<file path="src/verilog/periph_config.svh">
`ifndef PERIPH_CONFIG_SVH
`define PERIPH_CONFIG_SVH

// ------------------------------
// Wishbone widths
// ------------------------------
`define PERIPH_ADDR_W 32
`define PERIPH_DATA_W 32
`define PERIPH_SEL_W 4

// ------------------------------
// Address map, region field is adr[11:8]
// ------------------------------
`define PERIPH_REGION_TIMER 4'd0
`define PERIPH_REGION_IRQ 4'd1

// Interrupt sources, source 0 is the timer
`define PERIPH_EXT_IRQS 7
`define PERIPH_NUM_SOURCES 8
`define PERIPH_SOURCE_ID_W 4

// Read data returned with an error response
`define PERIPH_ERR_RDATA 32'hDEADBEEF

`endif

</file>
<file path="src/verilog/periph_pkg.sv">
`include "periph_config.svh"

package periph_pkg;

    // ------------------------------
    // Wishbone classic channels
    // ------------------------------
    typedef struct packed {
        logic                        cyc;
        logic                        stb;
        logic                        we;
        logic [`PERIPH_ADDR_W-1:0]   adr;
        logic [`PERIPH_DATA_W-1:0]   dat;
        logic [`PERIPH_SEL_W-1:0]    sel;
    } wb_req_t;

    typedef struct packed {
        logic                        ack;
        logic                        err;
        logic [`PERIPH_DATA_W-1:0]   dat;
    } wb_rsp_t;

    // ------------------------------
    // Address layout
    // ------------------------------
    typedef struct packed {
        logic [19:0] unused;
        logic [3:0]  region;
        logic [5:0]  index;
        logic [1:0]  offset;
    } periph_addr_fields_t;

    // Same word seen raw or split into fields
    typedef union packed {
        logic [`PERIPH_ADDR_W-1:0] raw;
        periph_addr_fields_t       fields;
    } periph_addr_u;

endpackage

</file>
<file path="src/verilog/periph_bus_decoder.sv">
`timescale 1ns/1ps
`include "periph_config.svh"

module periph_bus_decoder import periph_pkg::*; (
    input  logic    clk_i,
    input  logic    reset_i,
    input  wb_req_t wb_req_i,
    output wb_rsp_t wb_rsp_o,
    output wb_req_t timer_req_o,
    input  wb_rsp_t timer_rsp_i,
    output wb_req_t irq_req_o,
    input  wb_rsp_t irq_rsp_i
);

    periph_addr_u addr;
    logic         aligned;
    logic         hit_timer;
    logic         hit_irq;
    logic         err_q;

    assign addr.raw = wb_req_i.adr;

    // ------------------------------
    // Region decode
    // ------------------------------
    // Upper bits and byte offset must be clear for a mapped access
    assign aligned   = (addr.fields.unused == '0) && (addr.fields.offset == '0);
    assign hit_timer = aligned && (addr.fields.region == `PERIPH_REGION_TIMER);
    assign hit_irq   = aligned && (addr.fields.region == `PERIPH_REGION_IRQ);

    // Slaves see the full request, only stb is steered
    always_comb begin
        timer_req_o     = wb_req_i;
        timer_req_o.stb = wb_req_i.stb && hit_timer;
        irq_req_o       = wb_req_i;
        irq_req_o.stb   = wb_req_i.stb && hit_irq;
    end

    // ------------------------------
    // Error responder
    // ------------------------------
    // One err pulse per held strobe, same latency as the slaves
    always_ff @(posedge clk_i) begin
        if (reset_i) begin
            err_q <= 1'b0;
        end else begin
            err_q <= wb_req_i.cyc && wb_req_i.stb && !hit_timer && !hit_irq && !err_q;
        end
    end

    // ------------------------------
    // Response merge
    // ------------------------------
    // Idle slaves drive zero data, so a plain OR is enough
    always_comb begin
        wb_rsp_o.ack = timer_rsp_i.ack | irq_rsp_i.ack;
        wb_rsp_o.err = timer_rsp_i.err | irq_rsp_i.err | err_q;
        wb_rsp_o.dat = timer_rsp_i.dat | irq_rsp_i.dat;
        if (err_q) begin
            wb_rsp_o.dat = wb_rsp_o.dat | `PERIPH_ERR_RDATA;
        end
    end

    // Exactly one kind of answer per access, across all targets
    a_ack_err_excl: assert property (
        @(posedge clk_i) disable iff (reset_i)
        !(wb_rsp_o.ack && wb_rsp_o.err)
    ) else $error("ack and err high together");

    // At most one slave selected
    a_one_slave: assert property (
        @(posedge clk_i) disable iff (reset_i)
        !(timer_req_o.stb && irq_req_o.stb)
    ) else $error("both slave strobes high");

endmodule

</file>
<file path="src/verilog/periph_timer.sv">
`timescale 1ns/1ps
`include "periph_config.svh"

module periph_timer import periph_pkg::*; (
    input  logic    clk_i,
    input  logic    reset_i,
    input  wb_req_t wb_req_i,
    output wb_rsp_t wb_rsp_o,
    output logic    irq_o
);

    localparam int         DW          = `PERIPH_DATA_W;
    localparam logic [5:0] IDX_CTRL    = 6'd0;
    localparam logic [5:0] IDX_COUNT   = 6'd1;
    localparam logic [5:0] IDX_COMPARE = 6'd2;
    localparam logic [5:0] IDX_STATUS  = 6'd3;

    periph_addr_fields_t addr_f;
    logic                access;
    logic                wr_en;
    logic                match;
    logic                ack_q;
    logic [DW-1:0]       rdata_d;
    logic [DW-1:0]       rdata_q;
    logic                enable_q;
    logic                pending_q;
    logic [DW-1:0]       count_q;
    logic [DW-1:0]       compare_q;

    // Merge write data into a register under the byte selects
    function automatic logic [DW-1:0] apply_sel(
        input logic [DW-1:0]            old_val,
        input logic [DW-1:0]            new_val,
        input logic [`PERIPH_SEL_W-1:0] sel
    );
        logic [DW-1:0] res;
        res = old_val;
        for (int b = 0; b < `PERIPH_SEL_W; b++) begin
            if (sel[b]) begin
                res[8*b +: 8] = new_val[8*b +: 8];
            end
        end
        return res;
    endfunction

    assign addr_f = wb_req_i.adr;
    assign access = wb_req_i.cyc && wb_req_i.stb && !ack_q;
    assign wr_en  = access && wb_req_i.we;
    assign match  = enable_q && (count_q == compare_q);

    // ------------------------------
    // Counter and registers
    // ------------------------------
    always_ff @(posedge clk_i) begin
        if (reset_i) begin
            enable_q  <= 1'b0;
            pending_q <= 1'b0;
            count_q   <= '0;
            compare_q <= '0;
        end else begin
            // Wrap on compare and flag it
            if (match) begin
                count_q   <= '0;
                pending_q <= 1'b1;
            end else if (enable_q) begin
                count_q <= count_q + 1'b1;
            end
            if (wr_en) begin
                case (addr_f.index)
                    IDX_CTRL: if (wb_req_i.sel[0]) enable_q <= wb_req_i.dat[0];
                    IDX_COUNT: count_q <= apply_sel(count_q, wb_req_i.dat, wb_req_i.sel);
                    IDX_COMPARE: compare_q <= apply_sel(compare_q, wb_req_i.dat, wb_req_i.sel);
                    // Write one to clear, a new match wins
                    IDX_STATUS: if (wb_req_i.sel[0] && wb_req_i.dat[0] && !match) begin
                        pending_q <= 1'b0;
                    end
                    default: ;
                endcase
            end
        end
    end

    always_comb begin
        case (addr_f.index)
            IDX_CTRL:    rdata_d = {{(DW-1){1'b0}}, enable_q};
            IDX_COUNT:   rdata_d = count_q;
            IDX_COMPARE: rdata_d = compare_q;
            IDX_STATUS:  rdata_d = {{(DW-1){1'b0}}, pending_q};
            default:     rdata_d = '0;
        endcase
    end

    // ------------------------------
    // Bus response
    // ------------------------------
    always_ff @(posedge clk_i) begin
        if (reset_i) begin
            ack_q <= 1'b0;
        end else begin
            ack_q <= access;
        end
    end

    always_ff @(posedge clk_i) begin
        if (access) begin
            rdata_q <= rdata_d;
        end
    end

    assign wb_rsp_o.ack = ack_q;
    assign wb_rsp_o.err = 1'b0;
    assign wb_rsp_o.dat = ack_q ? rdata_q : '0;
    assign irq_o        = pending_q;

    // Strobe here is already region-gated by the decoder
    a_ack_after_stb: assert property (
        @(posedge clk_i) disable iff (reset_i)
        wb_rsp_o.ack |-> $past(wb_req_i.cyc && wb_req_i.stb)
    ) else $error("timer ack without preceding strobe");

endmodule

</file>
<file path="src/verilog/periph_irq_ctrl.sv">
`timescale 1ns/1ps
`include "periph_config.svh"

module periph_irq_ctrl import periph_pkg::*; (
    input  logic                           clk_i,
    input  logic                           reset_i,
    input  wb_req_t                        wb_req_i,
    output wb_rsp_t                        wb_rsp_o,
    input  logic [`PERIPH_NUM_SOURCES-1:0] sources_i,
    output logic                           irq_o
);

    localparam int         NUM_SRC     = `PERIPH_NUM_SOURCES;
    localparam int         ID_W        = `PERIPH_SOURCE_ID_W;
    localparam logic [5:0] IDX_PENDING = 6'd0;
    localparam logic [5:0] IDX_ENABLE  = 6'd1;
    localparam logic [5:0] IDX_CLAIM   = 6'd2;

    periph_addr_fields_t       addr_f;
    logic                      access;
    logic                      wr_en;
    logic                      ack_q;
    logic                      irq_q;
    logic [NUM_SRC-1:0]        enable_q;
    logic [NUM_SRC-1:0]        active;
    logic [ID_W-1:0]           claim_id;
    logic [`PERIPH_DATA_W-1:0] rdata_d;
    logic [`PERIPH_DATA_W-1:0] rdata_q;

    assign addr_f = wb_req_i.adr;
    assign access = wb_req_i.cyc && wb_req_i.stb && !ack_q;
    assign wr_en  = access && wb_req_i.we && (addr_f.index == IDX_ENABLE);

    // ------------------------------
    // Source gating and claim
    // ------------------------------
    assign active = sources_i & enable_q;

    // Lowest numbered active source wins, ID is source plus one
    always_comb begin
        claim_id = '0;
        for (int s = NUM_SRC - 1; s >= 0; s--) begin
            if (active[s]) begin
                claim_id = ID_W'(s + 1);
            end
        end
    end

    always_ff @(posedge clk_i) begin
        if (reset_i) begin
            enable_q <= '0;
            irq_q    <= 1'b0;
        end else begin
            irq_q <= |active;
            if (wr_en) begin
                for (int b = 0; b < NUM_SRC; b++) begin
                    if (wb_req_i.sel[b / 8]) begin
                        enable_q[b] <= wb_req_i.dat[b];
                    end
                end
            end
        end
    end

    // ------------------------------
    // Bus response
    // ------------------------------
    always_comb begin
        rdata_d = '0;
        case (addr_f.index)
            IDX_PENDING: rdata_d[NUM_SRC-1:0] = sources_i;
            IDX_ENABLE:  rdata_d[NUM_SRC-1:0] = enable_q;
            IDX_CLAIM:   rdata_d[ID_W-1:0]    = claim_id;
            default:     rdata_d = '0;
        endcase
    end

    always_ff @(posedge clk_i) begin
        if (reset_i) begin
            ack_q <= 1'b0;
        end else begin
            ack_q <= access;
        end
    end

    always_ff @(posedge clk_i) begin
        if (access) begin
            rdata_q <= rdata_d;
        end
    end

    assign wb_rsp_o.ack = ack_q;
    assign wb_rsp_o.err = 1'b0;
    assign wb_rsp_o.dat = ack_q ? rdata_q : '0;
    assign irq_o        = irq_q;

    // Interrupt only ever follows an enabled, pending source
    a_irq_cause: assert property (
        @(posedge clk_i) disable iff (reset_i)
        irq_o |-> $past(|(sources_i & enable_q))
    ) else $error("irq_o high without an enabled source");

endmodule

</file>
<file path="src/verilog/periph_subsystem.sv">
`timescale 1ns/1ps
`include "periph_config.svh"

module periph_subsystem import periph_pkg::*; (
    input  logic                        clk_i,
    input  logic                        reset_i,
    input  wb_req_t                     wb_req_i,
    output wb_rsp_t                     wb_rsp_o,
    input  logic [`PERIPH_EXT_IRQS-1:0] ext_irq_i,
    output logic                        irq_o
);

    wb_req_t timer_req;
    wb_rsp_t timer_rsp;
    wb_req_t irq_req;
    wb_rsp_t irq_rsp;
    logic    timer_irq;

    periph_bus_decoder u_decoder (
        .clk_i       ( clk_i     ),
        .reset_i     ( reset_i   ),
        .wb_req_i    ( wb_req_i  ),
        .wb_rsp_o    ( wb_rsp_o  ),
        .timer_req_o ( timer_req ),
        .timer_rsp_i ( timer_rsp ),
        .irq_req_o   ( irq_req   ),
        .irq_rsp_i   ( irq_rsp   )
    );

    periph_timer u_timer (
        .clk_i    ( clk_i     ),
        .reset_i  ( reset_i   ),
        .wb_req_i ( timer_req ),
        .wb_rsp_o ( timer_rsp ),
        .irq_o    ( timer_irq )
    );

    // Timer is source 0, external lines follow
    periph_irq_ctrl u_irq_ctrl (
        .clk_i     ( clk_i                  ),
        .reset_i   ( reset_i                ),
        .wb_req_i  ( irq_req                ),
        .wb_rsp_o  ( irq_rsp                ),
        .sources_i ( {ext_irq_i, timer_irq} ),
        .irq_o     ( irq_o                  )
    );

endmodule

</file>
<file path="config.mk">
export PLATFORM = sky130hd
export DESIGN_NAME = periph_subsystem
export DESIGN_NICKNAME = d
export VERILOG_FILES = /design/src/verilog/periph_pkg.sv /design/src/verilog/periph_bus_decoder.sv /design/src/verilog/periph_timer.sv /design/src/verilog/periph_irq_ctrl.sv /design/src/verilog/periph_subsystem.sv
export VERILOG_INCLUDE_DIRS = /design/src /design/src/verilog
export SDC_FILE = /design/constraint.sdc
export NUM_CORES = 1
export LEC_CHECK = 0
export ABC_AREA = 0
export CAP_MARGIN = 25
export CORE_MARGIN = 2
export CORE_UTILIZATION = 49
export DETAILED_ROUTE_END_ITERATION = 10
export DONT_BUFFER_PORTS = 1
export PLACE_DENSITY_LB_ADDON = 0.08
export SETUP_SLACK_MARGIN = 0.3
export SLEW_MARGIN = 10
export SYNTH_ARGS = -nofsm -noshare
export SYNTH_HDL_FRONTEND = slang
export SYNTH_SLANG_ARGS = --single-unit
</file>
<file path="constraint.sdc">
create_clock -name clk_i -period 3.85 [get_ports clk_i]
set_input_delay 0.77 -clock clk_i [delete_from_list [all_inputs] [get_ports clk_i]]
set_output_delay 0.77 -clock clk_i [all_outputs]
set_load 0.01 [all_outputs]
</file>
# ---- Yosys cells after proc, flatten, opt, wreduce, memory -nomap -nowiden
# Cells that the tools add are included.
dict set report word_totals {
  reg_bits 118
  inputBits 80
  out_inout_bits 35
  wordCells 92
}
dict set report op_classes {
  addsub 1
  n_eq_ne 9
  mux 26
  bitwise_logic 3
  reduce_logical 36
}
# op count
set op_table {}
lappend op_table {{32-bit 2-to-1 mux} 6}
lappend op_table {{32-bit case mux with 4 select lines} 1}
lappend op_table {{8-bit 2-to-1 mux} 5}
lappend op_table {{32-bit by 1-bit adder with 32-bit output, second input constant} 1}
lappend op_table {{32-bit == test} 1}
lappend op_table {{4-bit 2-to-1 mux} 8}
lappend op_table {{32-bit OR} 1}
lappend op_table {{20-bit logical NOT} 1}
lappend op_table {{1-bit logical AND} 19}
lappend op_table {{3-bit AND reduction} 5}
lappend op_table {{6-bit by 2-bit == test with 1-bit output, second input constant} 2}
lappend op_table {{3-bit != test, second input constant} 4}
lappend op_table {{4-bit case mux with 3 select lines} 1}
lappend op_table {{8-bit bitwise AND} 1}
lappend op_table {{4-bit case mux with 2 select lines} 1}
lappend op_table {{8-bit OR reduction} 1}
lappend op_table {{6-bit by 1-bit == test with 1-bit output, second input constant} 1}
lappend op_table {{1-bit logical NOT} 6}
lappend op_table {{6-bit logical NOT} 1}
lappend op_table {{4-bit by 1-bit == test with 1-bit output, second input constant} 1}
lappend op_table {{4-bit logical NOT} 1}
lappend op_table {{1-bit 2-to-1 mux} 4}
lappend op_table {{2-bit logical NOT} 1}
lappend op_table {{2-bit AND reduction} 1}
lappend op_table {{1-bit OR} 1}

# ---- Logic depth before layout (Yosys ltp)
# Gate-level depths: netlist (run 1).
dict set report depth {
  ltp_word 10
  ltp_mapped 9
  ltp_nobuf 6
}

# ---- Modules after synthesis
# From an unflattened synthesis (run 1), not the netlist that was laid out.
dict set report hier_totals {
  hier_cells 978
  area_unflattened_um2 8214.1
}
# mod instances cells_per_inst area_per_inst_um2 seq_area_each_um2
set modules_own_cells {}
lappend modules_own_cells {periph_timer 1 657 5607.9 2302.2}
lappend modules_own_cells {periph_bus_decoder 1 191 1381.3 20.0}
lappend modules_own_cells {periph_irq_ctrl 1 130 1224.9 440.4}

# ---- Worst setup path after synthesis (run 1)
# Ideal clock, no wire load.
dict set report synth_timing {
  kind {input to register}
  start {in wb_req_i[61] (netlist name)}
  end {reg u_timer.count_q[4]}
  setup_ns 0.130
  arrival_ns 3.792
  required_time_ns 3.720
  setup_slack_ns -0.072
  cell_stages 6
  path_buffers 0
  cell_sequence {or4_1 or2_2 nor3_2 nand4_1 a211oi_1 o32ai_1}
}
dict set report synth_between {
  elab_chain_cells 8
  word_cells_on_any_way 9
  classes_between {eq/ne (1); mux (1); reduce/logical (7)}
}
# item line
set synth_rtl {}
lappend synth_rtl {{start: declaration} periph_subsystem.sv:7} ;# input wb_req_t wb_req_i,
lappend synth_rtl {{20-bit logical NOT *} periph_bus_decoder.sv:27} ;# assign aligned = (addr.fields.unused == '0) && (addr.fields.offset == '0);
lappend synth_rtl {{1-bit logical AND *} periph_bus_decoder.sv:27}
lappend synth_rtl {{1-bit logical AND *} periph_bus_decoder.sv:28} ;# assign hit_timer = aligned && (addr.fields.region == `PERIPH_REGION_TIMER);
lappend synth_rtl {{1-bit logical AND *} periph_bus_decoder.sv:34} ;# timer_req_o.stb = wb_req_i.stb && hit_timer;
lappend synth_rtl {{1-bit logical AND * (2 in series)} periph_timer.sv:47} ;# assign access = wb_req_i.cyc && wb_req_i.stb && !ack_q;
lappend synth_rtl {{named net u_timer.access} periph_timer.sv:19} ;# logic access;
lappend synth_rtl {{1-bit logical AND *} periph_timer.sv:48} ;# assign wr_en = access && wb_req_i.we;
lappend synth_rtl {{3-bit != test (no source line) / 32-bit 2-to-1 mux (equally long branches)} n/a}
lappend synth_rtl {{end signal: assignment} periph_timer.sv:66} ;# count_q <= count_q + 1'b1;
lappend synth_rtl {{end signal: assignment} periph_timer.sv:71} ;# IDX_COUNT: count_q <= apply_sel(count_q, wb_req_i.dat, wb_req_i.sel);
lappend synth_rtl {{end: declaration} periph_timer.sv:27} ;# logic [DW-1:0] count_q;
# Mark *: on every way through the listed nets, which the timed path passes. The rest lies on a longest branch.
# A chain may end at the register's enable or synchronous reset.

# ---- Worst setup path in the final report (run 1)
dict set report layout_timing {
  start {reg u_timer.count_q[23]}
  end {reg u_timer.count_q[31]}
}
dict set report layout_between {
  elab_chain_cells 5
  word_cells_on_any_way 7
  classes_between {add/sub (1); eq/ne (1); mux (4); reduce/logical (1)}
}
# item line
set layout_rtl {}
lappend layout_rtl {{32-bit by 1-bit adder with 32-bit output / 32-bit == test (equally long branches)} {periph_timer.sv:66, periph_timer.sv:49}}
lappend layout_rtl {{32-bit 2-to-1 mux / 1-bit logical AND (equally long branches)} {periph_timer.sv:65, periph_timer.sv:49}}
lappend layout_rtl {{32-bit 2-to-1 mux *} periph_timer.sv:62} ;# if (match) begin
lappend layout_rtl {{32-bit 2-to-1 mux} periph_timer.sv:69} ;# case (addr_f.index)
lappend layout_rtl {{32-bit 2-to-1 mux *} periph_timer.sv:68} ;# if (wr_en) begin
# Every way passes the cells marked *; elsewhere a longest branch is shown, timed or not.

==> impl_metrics.py, run 1 <==
metrics = {
    "clocking": {
        "clkSinkCount": 118,
        "clk_path_buf_depth": 2,
        "clkSlewWorstSetupHoldPaths_ns": 0.06,
        "cts_hold_buf": 0,
        "cts_buffers": 17,
        "cts_setup_buffers": 0,
        "cts_resized": 0,
        "cts_tree": "done",
        "clock_latency_ns": 0.43,
        "cts_root_buf": "clkbuf_16",
        "htreeDepth": 4,
    },
    "power_and_ir_drop": {
        "p_total_mw": 3.00,
        "power_density_nw_per_um2": 409,
        "irDropWorstVdd_v": 0.000240,
        "static-leakage-power_nw": 2.66,
    },
    "grt": {
        "grt_util_met1": 0.401,
        "track_usage": 0.276,
        "grt_max_degree": 81,
        "grt_pass1_vias": 5451,
        "grtUsageMet2": 0.391,
        "grt_pass1_wl_mm": 30.6,
        "gr-total-overflow": 0,
        "busiest_layer": "met1",
        "antenna_found_initial": 0,
        "grtUsageMet3": 0.0679,
    },
    "yosys": {
        "synth_area_leader_cell": "dfxtp_1",
        "async_reset_ff_frac": 0,
        "syn_area_sq_um": 6680,
        "syn_nets": 821,
        "ys_warn_count": 0,
        "synth_ff_type": "dfxtp_1",
        "synthDistinctLibCells": 69,
        "synth_top_area_frac": 0.234,
        "ys_seq_area_frac": 0.414,
        "synth-edff-count": 40,
        "synth_seq_cells": 118,
        "synthCells": 740,
        "avgSynthCellArea_sq_um": 9.03,
        "synth_top_cells_by_area": "dfxtp_1 (23%), edfxtp_1 (18%), nand2_1 (5.6%)",
    },
    "final_layout": {
        "fillCellCount": 1212,
        "final_area_sq_um": 7330,
        "layout-drive-gt1-share": 0.113,
        "multi_input_area_sq_um": 3590,
        "seq_area_sq_um": 2760,
        "syn2layout_area_growth_pct": 9.74,
        "final_common_cell": "nand2_1",
        "antenna_cells": 0,
        "finalNetCount": 787,
        "mostFrequentLayoutCells": "nand2_1 (100), dfxtp_1 (78), edfxtp_1 (40), nor2_1 (37), a22o_1 (36)",
    },
    "route": {
        "drtPass1Iterations": 7,
        "routed-via-count": 5748,
        "detail_route.wl_per_cell_um": 21.7,
        "wirelength_mm": 19.4,
        "drt_iter0_drc": 524,
        "via_per_inst": 6.42,
        "drcViolationCount": 0,
        "ant_nets": 0,
    },
    "timing": {
        "hold_ws_ns": 0.402,
        "drv_slew": 0,
        "worst_slew_pin_slew_ns": 1.02,
        "max_freq_ghz": 0.346,
        "grt_setup_unrepaired": "no",
        "min_period_over_period": 0.752,
        "timing.slew.headroom": 0.322,
        "period_minus_slack_ns": 2.89,
        "setup_viol": 0,
        "finalSetupTns_ns": 0,
        "finClkSkew_ns": 0.00921,
        "hold_viol": 0,
    },
    "hold_path": {
        "min-delay-start": "reset_i",
        "hold_path.class": "primary input to flip-flop",
    },
    "placement": {
        "placed_area_sq_um": 6710,
        "hpwl_mm": 14.0,
        "io_buffers": 0,
        "gp_congestion": 0.918,
    },
    "critical_path": {
        "startpoint": "u_timer.count_q[23]",
        "worstReg2RegStart": "u_timer.count_q[23]",
        "cp.required_ns": 4.16,
        "critPathMaxFanout": 15,
        "critPathArrivalTime_ns": 3.20,
        "end_kind": "flip-flop",
        "worstSetupStartpointType": "flip-flop",
        "worst-setup-path-type": "flip-flop to flip-flop",
    },
    "flow_run": {
        "maxCapViolCount": 0,
    },
    "status": {
        "status": "completed",
    },
    "floorplanning": {
        "die-area_sq_um": 14600,
        "die_w_um": 121,
        "die_h_um": 121,
        "start_util": 0.502,
        "num_rows": 42,
        "core_sq_um": 13300,
        "io_pins": 115,
    },
}
[where the power goes]
part	internal (mW)	leakage (nW)	switching, mW
sequential	1.28	0.961	0.00353
combinational	0.0198	1.42	0.0251
clock	1.09	0.287	0.576
total	2.39	2.66	0.605
[final timing paths]
kind | end | depth (start not counted) | slack [ns]
max | u_timer.count_q[31] | 6 | 0.96
min | u_timer.compare_q[13] | 1 | 0.40
max reg2reg | u_timer.count_q[31] | 6 | 0.96
min reg2reg | u_timer.compare_q[29] | 2 | 0.48
[sequential cells by signal, indices dropped and copies added (netlist names)]
| name | cells |
|---|---|
| u_timer.enable_q | 1 |
| u_irq_ctrl.ack_q | 1 |
| u_irq_ctrl.enable_q | 8 |
| u_timer.count_q | 32 |
| u_decoder.err_q | 1 |
| u_timer.ack_q | 1 |
| u_irq_ctrl.rdata_q | 8 |
| u_timer.irq_o | 1 |
| u_timer.compare_q | 32 |
| u_timer.rdata_q | 32 |
| u_irq_ctrl.irq_o | 1 |
[metal layers]
metal | vias up | wire length [um]
met4 | 0 | 450
met3 | 26 | 1690
met2 | 299 | 8350
met1 | 2739 | 8920
li1 | 2684 | -
met5 | - | 0
[metrics by stage]
step                instances   util  worst slack [ns]
floorplan                 740      -             0.476
finish                    895  0.551             0.957
global placement          863  0.505             0.659
global route              895  0.551             0.719
CTS                       895  0.551             0.992
detailed placement        863  0.505             0.610
[critical path, stage by stage, from the launching register on]
cell and delay, ns:
dfxtp_1 0.54, xor2_1 0.11, or4b_2 0.68, nor3_1 0.32, nand3_1 0.65, a22oi_1 0.38, nor4_1 0.10
[synthesized netlist by cell type (8+ instances only)]
| cell | n |
|---|---|
| nand2_1 | 100 |
| dfxtp_1 | 78 |
| edfxtp_1 | 40 |
| clkbuf_1 | 38 |
| nor2_1 | 38 |
| a22o_1 | 36 |
| nand3_1 | 29 |
| a21oi_2 | 24 |
| xnor2_1 | 22 |
| o21ai_0 | 21 |
| xor2_1 | 21 |
| nand4_1 | 20 |
| nor3_1 | 19 |
| a21o_1 | 18 |
| mux2i_1 | 18 |
| a21oi_1 | 16 |
| and2_1 | 16 |
| and3_1 | 15 |
| a31oi_1 | 14 |
| inv_1 | 14 |
| nor4_1 | 14 |
| buf_2 | 10 |
| a221o_1 | 9 |
| buf_4 | 9 |
| a211oi_1 | 8 |
| or3_1 | 8 |
[kinds of logic after synthesis]
group / count (synthesis) / share of synthesized area
simple gates: 305 / 0.244
compound gates: 177 / 0.203
flops: 118 / 0.414
buf+inv: 76 / 0.0496
xor+xnor: 43 / 0.0564
mux: 20 / 0.0320
fa+ha+maj: 1 / 0.00187
[cell type report]
type                    instances  share of cell area
clock buffers                  19              0.0604
multi-input cells             546               0.490
repair buffers                  9              0.0109
clock inverters                13              0.0242
well taps                     176              0.0300
flip-flops and latches        118               0.377
inverters                      14             0.00717
(Power assumes the default switching activity.)
==> run 2: changes to the inputs <==
==> constraint.sdc (replaced) <==
create_clock -name clk_i -period 2.86 [get_ports clk_i]
set_input_delay 0.572 -clock clk_i [delete_from_list [all_inputs] [get_ports clk_i]]
set_output_delay 0.572 -clock clk_i [all_outputs]
set_load 0.01 [all_outputs]
==> impl_metrics.py, run 2 (synthesis results as in run 1) <==
metrics = {
    "power_and_ir_drop": {
        "netSwitchingPower_uw": 772,
        "swShare": 0.195,
        "p_int_mw": 3.18,
        "static-leakage-power_nw": 2.82,
        "pwr-share-seq": 0.436,
        "clkPwrFrac": 0.546,
        "power_density_nw_per_um2": 521,
        "combPwrFrac": 0.018,
        "p_total_mw": 3.96,
        "irDropWorstVdd_v": 0.000342,
    },
    "timing": {
        "timing.slew.headroom": 0.668,
        "hold_ws_ns": 0.216,
        "worst_slew_pin_slew_ns": 0.494,
        "grt_setup_unrepaired": "no",
        "period_minus_slack_ns": 2.36,
        "finClkSkew_ns": 0.00937,
        "max_freq_ghz": 0.423,
        "drv_slew": 0,
        "setup_viol": 0,
        "min_period_over_period": 0.826,
        "hold_viol": 0,
    },
    "clocking": {
        "cts_tree": "done",
        "cts_buffers": 17,
        "cts_hold_buf": 0,
        "clk_path_buf_depth": 2,
        "clock_latency_ns": 0.42,
        "cts_resized": 0,
        "clkSlewWorstSetupHoldPaths_ns": 0.05,
        "clkSinkCount": 118,
        "cts_setup_buffers": 0,
        "htreeDepth": 4,
        "cts_root_buf": "clkbuf_16",
    },
    "critical_path": {
        "cpPeakStageDelay_ns": 0.60,
        "cp_cell_sequence": "nand4_2 > or4_4 > or2_1 > nand3b_1 > mux2_2 > nor3_1",
        "critPathMaxFanout": 7,
        "worstSetupStartpointType": "flip-flop",
        "r2r.worst_path.cells": 6,
        "r2r-end": "u_timer.count_q[27]",
        "worst-setup-path-type": "flip-flop to flip-flop",
        "rrSetupSlack_ns": 0.50,
        "cp.required_ns": 3.20,
        "end_kind": "flip-flop",
        "worstReg2RegStart": "u_timer.count_q[12]",
        "critPathArrivalTime_ns": 2.70,
        "cp.buffers_inverters": 0,
        "cpLargestDelayFamily": "simple AND/OR/NAND/NOR gates",
        "crit_path_top_delay_cell": "or4_4",
    },
    "floorplanning": {
        "start_util": 0.502,
        "die-area_sq_um": 14600,
        "die_h_um": 121,
        "core_sq_um": 13300,
        "num_rows": 42,
        "die_w_um": 121,
        "io_pins": 115,
    },
    "hold_path": {
        "min_to": "u_timer.compare_q[12]",
        "min_path_cells": 1,
        "min-delay-start": "reset_i",
        "hold_path.class": "primary input to flip-flop",
    },
    "route": {
        "via_per_inst": 6.32,
        "ant_nets": 0,
        "routed-via-count": 5823,
        "drt_iter0_drc": 595,
        "wirelength_mm": 19.8,
        "drcViolationCount": 0,
        "detail_route.wl_per_cell_um": 21.5,
        "drtPass1Iterations": 7,
    },
    "final_layout": {
        "layout-drive-gt1-share": 0.147,
        "finalNetCount": 814,
        "final_common_cell": "nand2_1",
        "syn2layout_area_growth_pct": 13.7,
        "mostFrequentLayoutCells": "nand2_1 (100), dfxtp_1 (78), edfxtp_1 (40), nor2_1 (37), a22o_1 (36)",
        "multi_input_area_sq_um": 3640,
        "seq_area_sq_um": 2760,
        "top_regs": "u_timer.compare_q: 32 flops, u_timer.count_q: 32 flops, u_timer.rdata_q: 32 flops",
        "fillCellCount": 1217,
        "antenna_cells": 0,
    },
    "status": {
        "status": "completed",
    },
    "placement": {
        "hpwl_mm": 14.5,
        "io_buffers": 0,
        "gp_congestion": 0.903,
    },
    "grt": {
        "grt_pass1_vias": 5471,
        "antenna_found_initial": 0,
        "track_usage": 0.278,
        "grt_max_degree": 81,
        "grt_pass1_wl_mm": 30.9,
        "gr-total-overflow": 0,
    },
    "flow_run": {
        "maxCapViolCount": 0,
    },
}
==> run 2: cell count changes in the layout (fill, tap and decap cells not counted), moves of 3 or more <==
cell | before | now
nor4_1 | 14 | 11
clkinvlp_4 | 5 | 2
clkbuf_1 | 1 | 4
clkinv_2 | 0 | 3
buf_4 | 8 | 33
nor4_4 | 1 | 4
==> run 2: final cells by class <==
type / count / area share
multi-input cells: 546 / 0.480
flip-flops and latches: 118 / 0.364
clock buffers: 25 / 0.0682
repair buffers: 36 / 0.0405
well taps: 176 / 0.0290
clock inverters: 7 / 0.0119
inverters: 14 / 0.00692
==> run 2: power groups by stage <==
stage | registers, mW | logic, mW | clock network, mW
after floorplan | 1.76 | 0.0810 | 0
after global placement | 1.76 | 0.0714 | 0
after detailed placement | 1.76 | 0.0718 | 0
after CTS | 1.72 | 0.0723 | 2.19
after global routing | 1.72 | 0.0783 | 2.26
final | 1.72 | 0.0724 | 2.16
==> run 2: worst reg2reg max path, stage by stage (launching register included) <==
cell and delay (ns):
dfxtp_1 0.53, nand4_2 0.23, or4_4 0.60, or2_1 0.30, nand3b_1 0.20, mux2_2 0.28, nor3_1 0.15
==> run 2: metal layers <==
metal,up-vias,GRT usage,part of all wire
li1,2724,-,-
met1,2800,0.418,0.48
met2,276,0.399,0.43
met3,23,0.0608,0.078
met4,0,0.0828,0.016
met5,-,0,0
==> run 2: worst max path at each step <==
stage                                   start               endpoint  depth (start not counted)  slack, ns
final                     u_timer.count_q[12]    u_timer.count_q[27]                          6       0.50
after floorplan                  wb_req_i[49]     u_timer.count_q[4]                          6      -0.27
after detailed placement         wb_req_i[61]  u_timer.compare_q[25]                          7       0.12
after CTS                 u_timer.count_q[12]    u_timer.count_q[27]                          6       0.52
after global routing             wb_req_i[61]     u_timer.count_q[4]                          8       0.36
after global placement           wb_req_i[61]     u_timer.count_q[4]                          8       0.14
==> run 2: stage by stage <==
| step | TNS [ns] | utilization | setup WS [ns] | cells | cell area [sq um] |
|---|---|---|---|---|---|
| final | 0 | 0.571 | 0.497 | 922 | 7590 |
| after global routing | 0 | 0.571 | 0.358 | 922 | 7590 |
| after CTS | 0 | 0.571 | 0.522 | 922 | 7590 |
| after detailed placement | 0 | 0.525 | 0.118 | 890 | 6980 |
| after global placement | 0 | 0.525 | 0.141 | 890 | 6980 |
| after floorplan | -0.902 | - | -0.267 | 740 | 6730 |
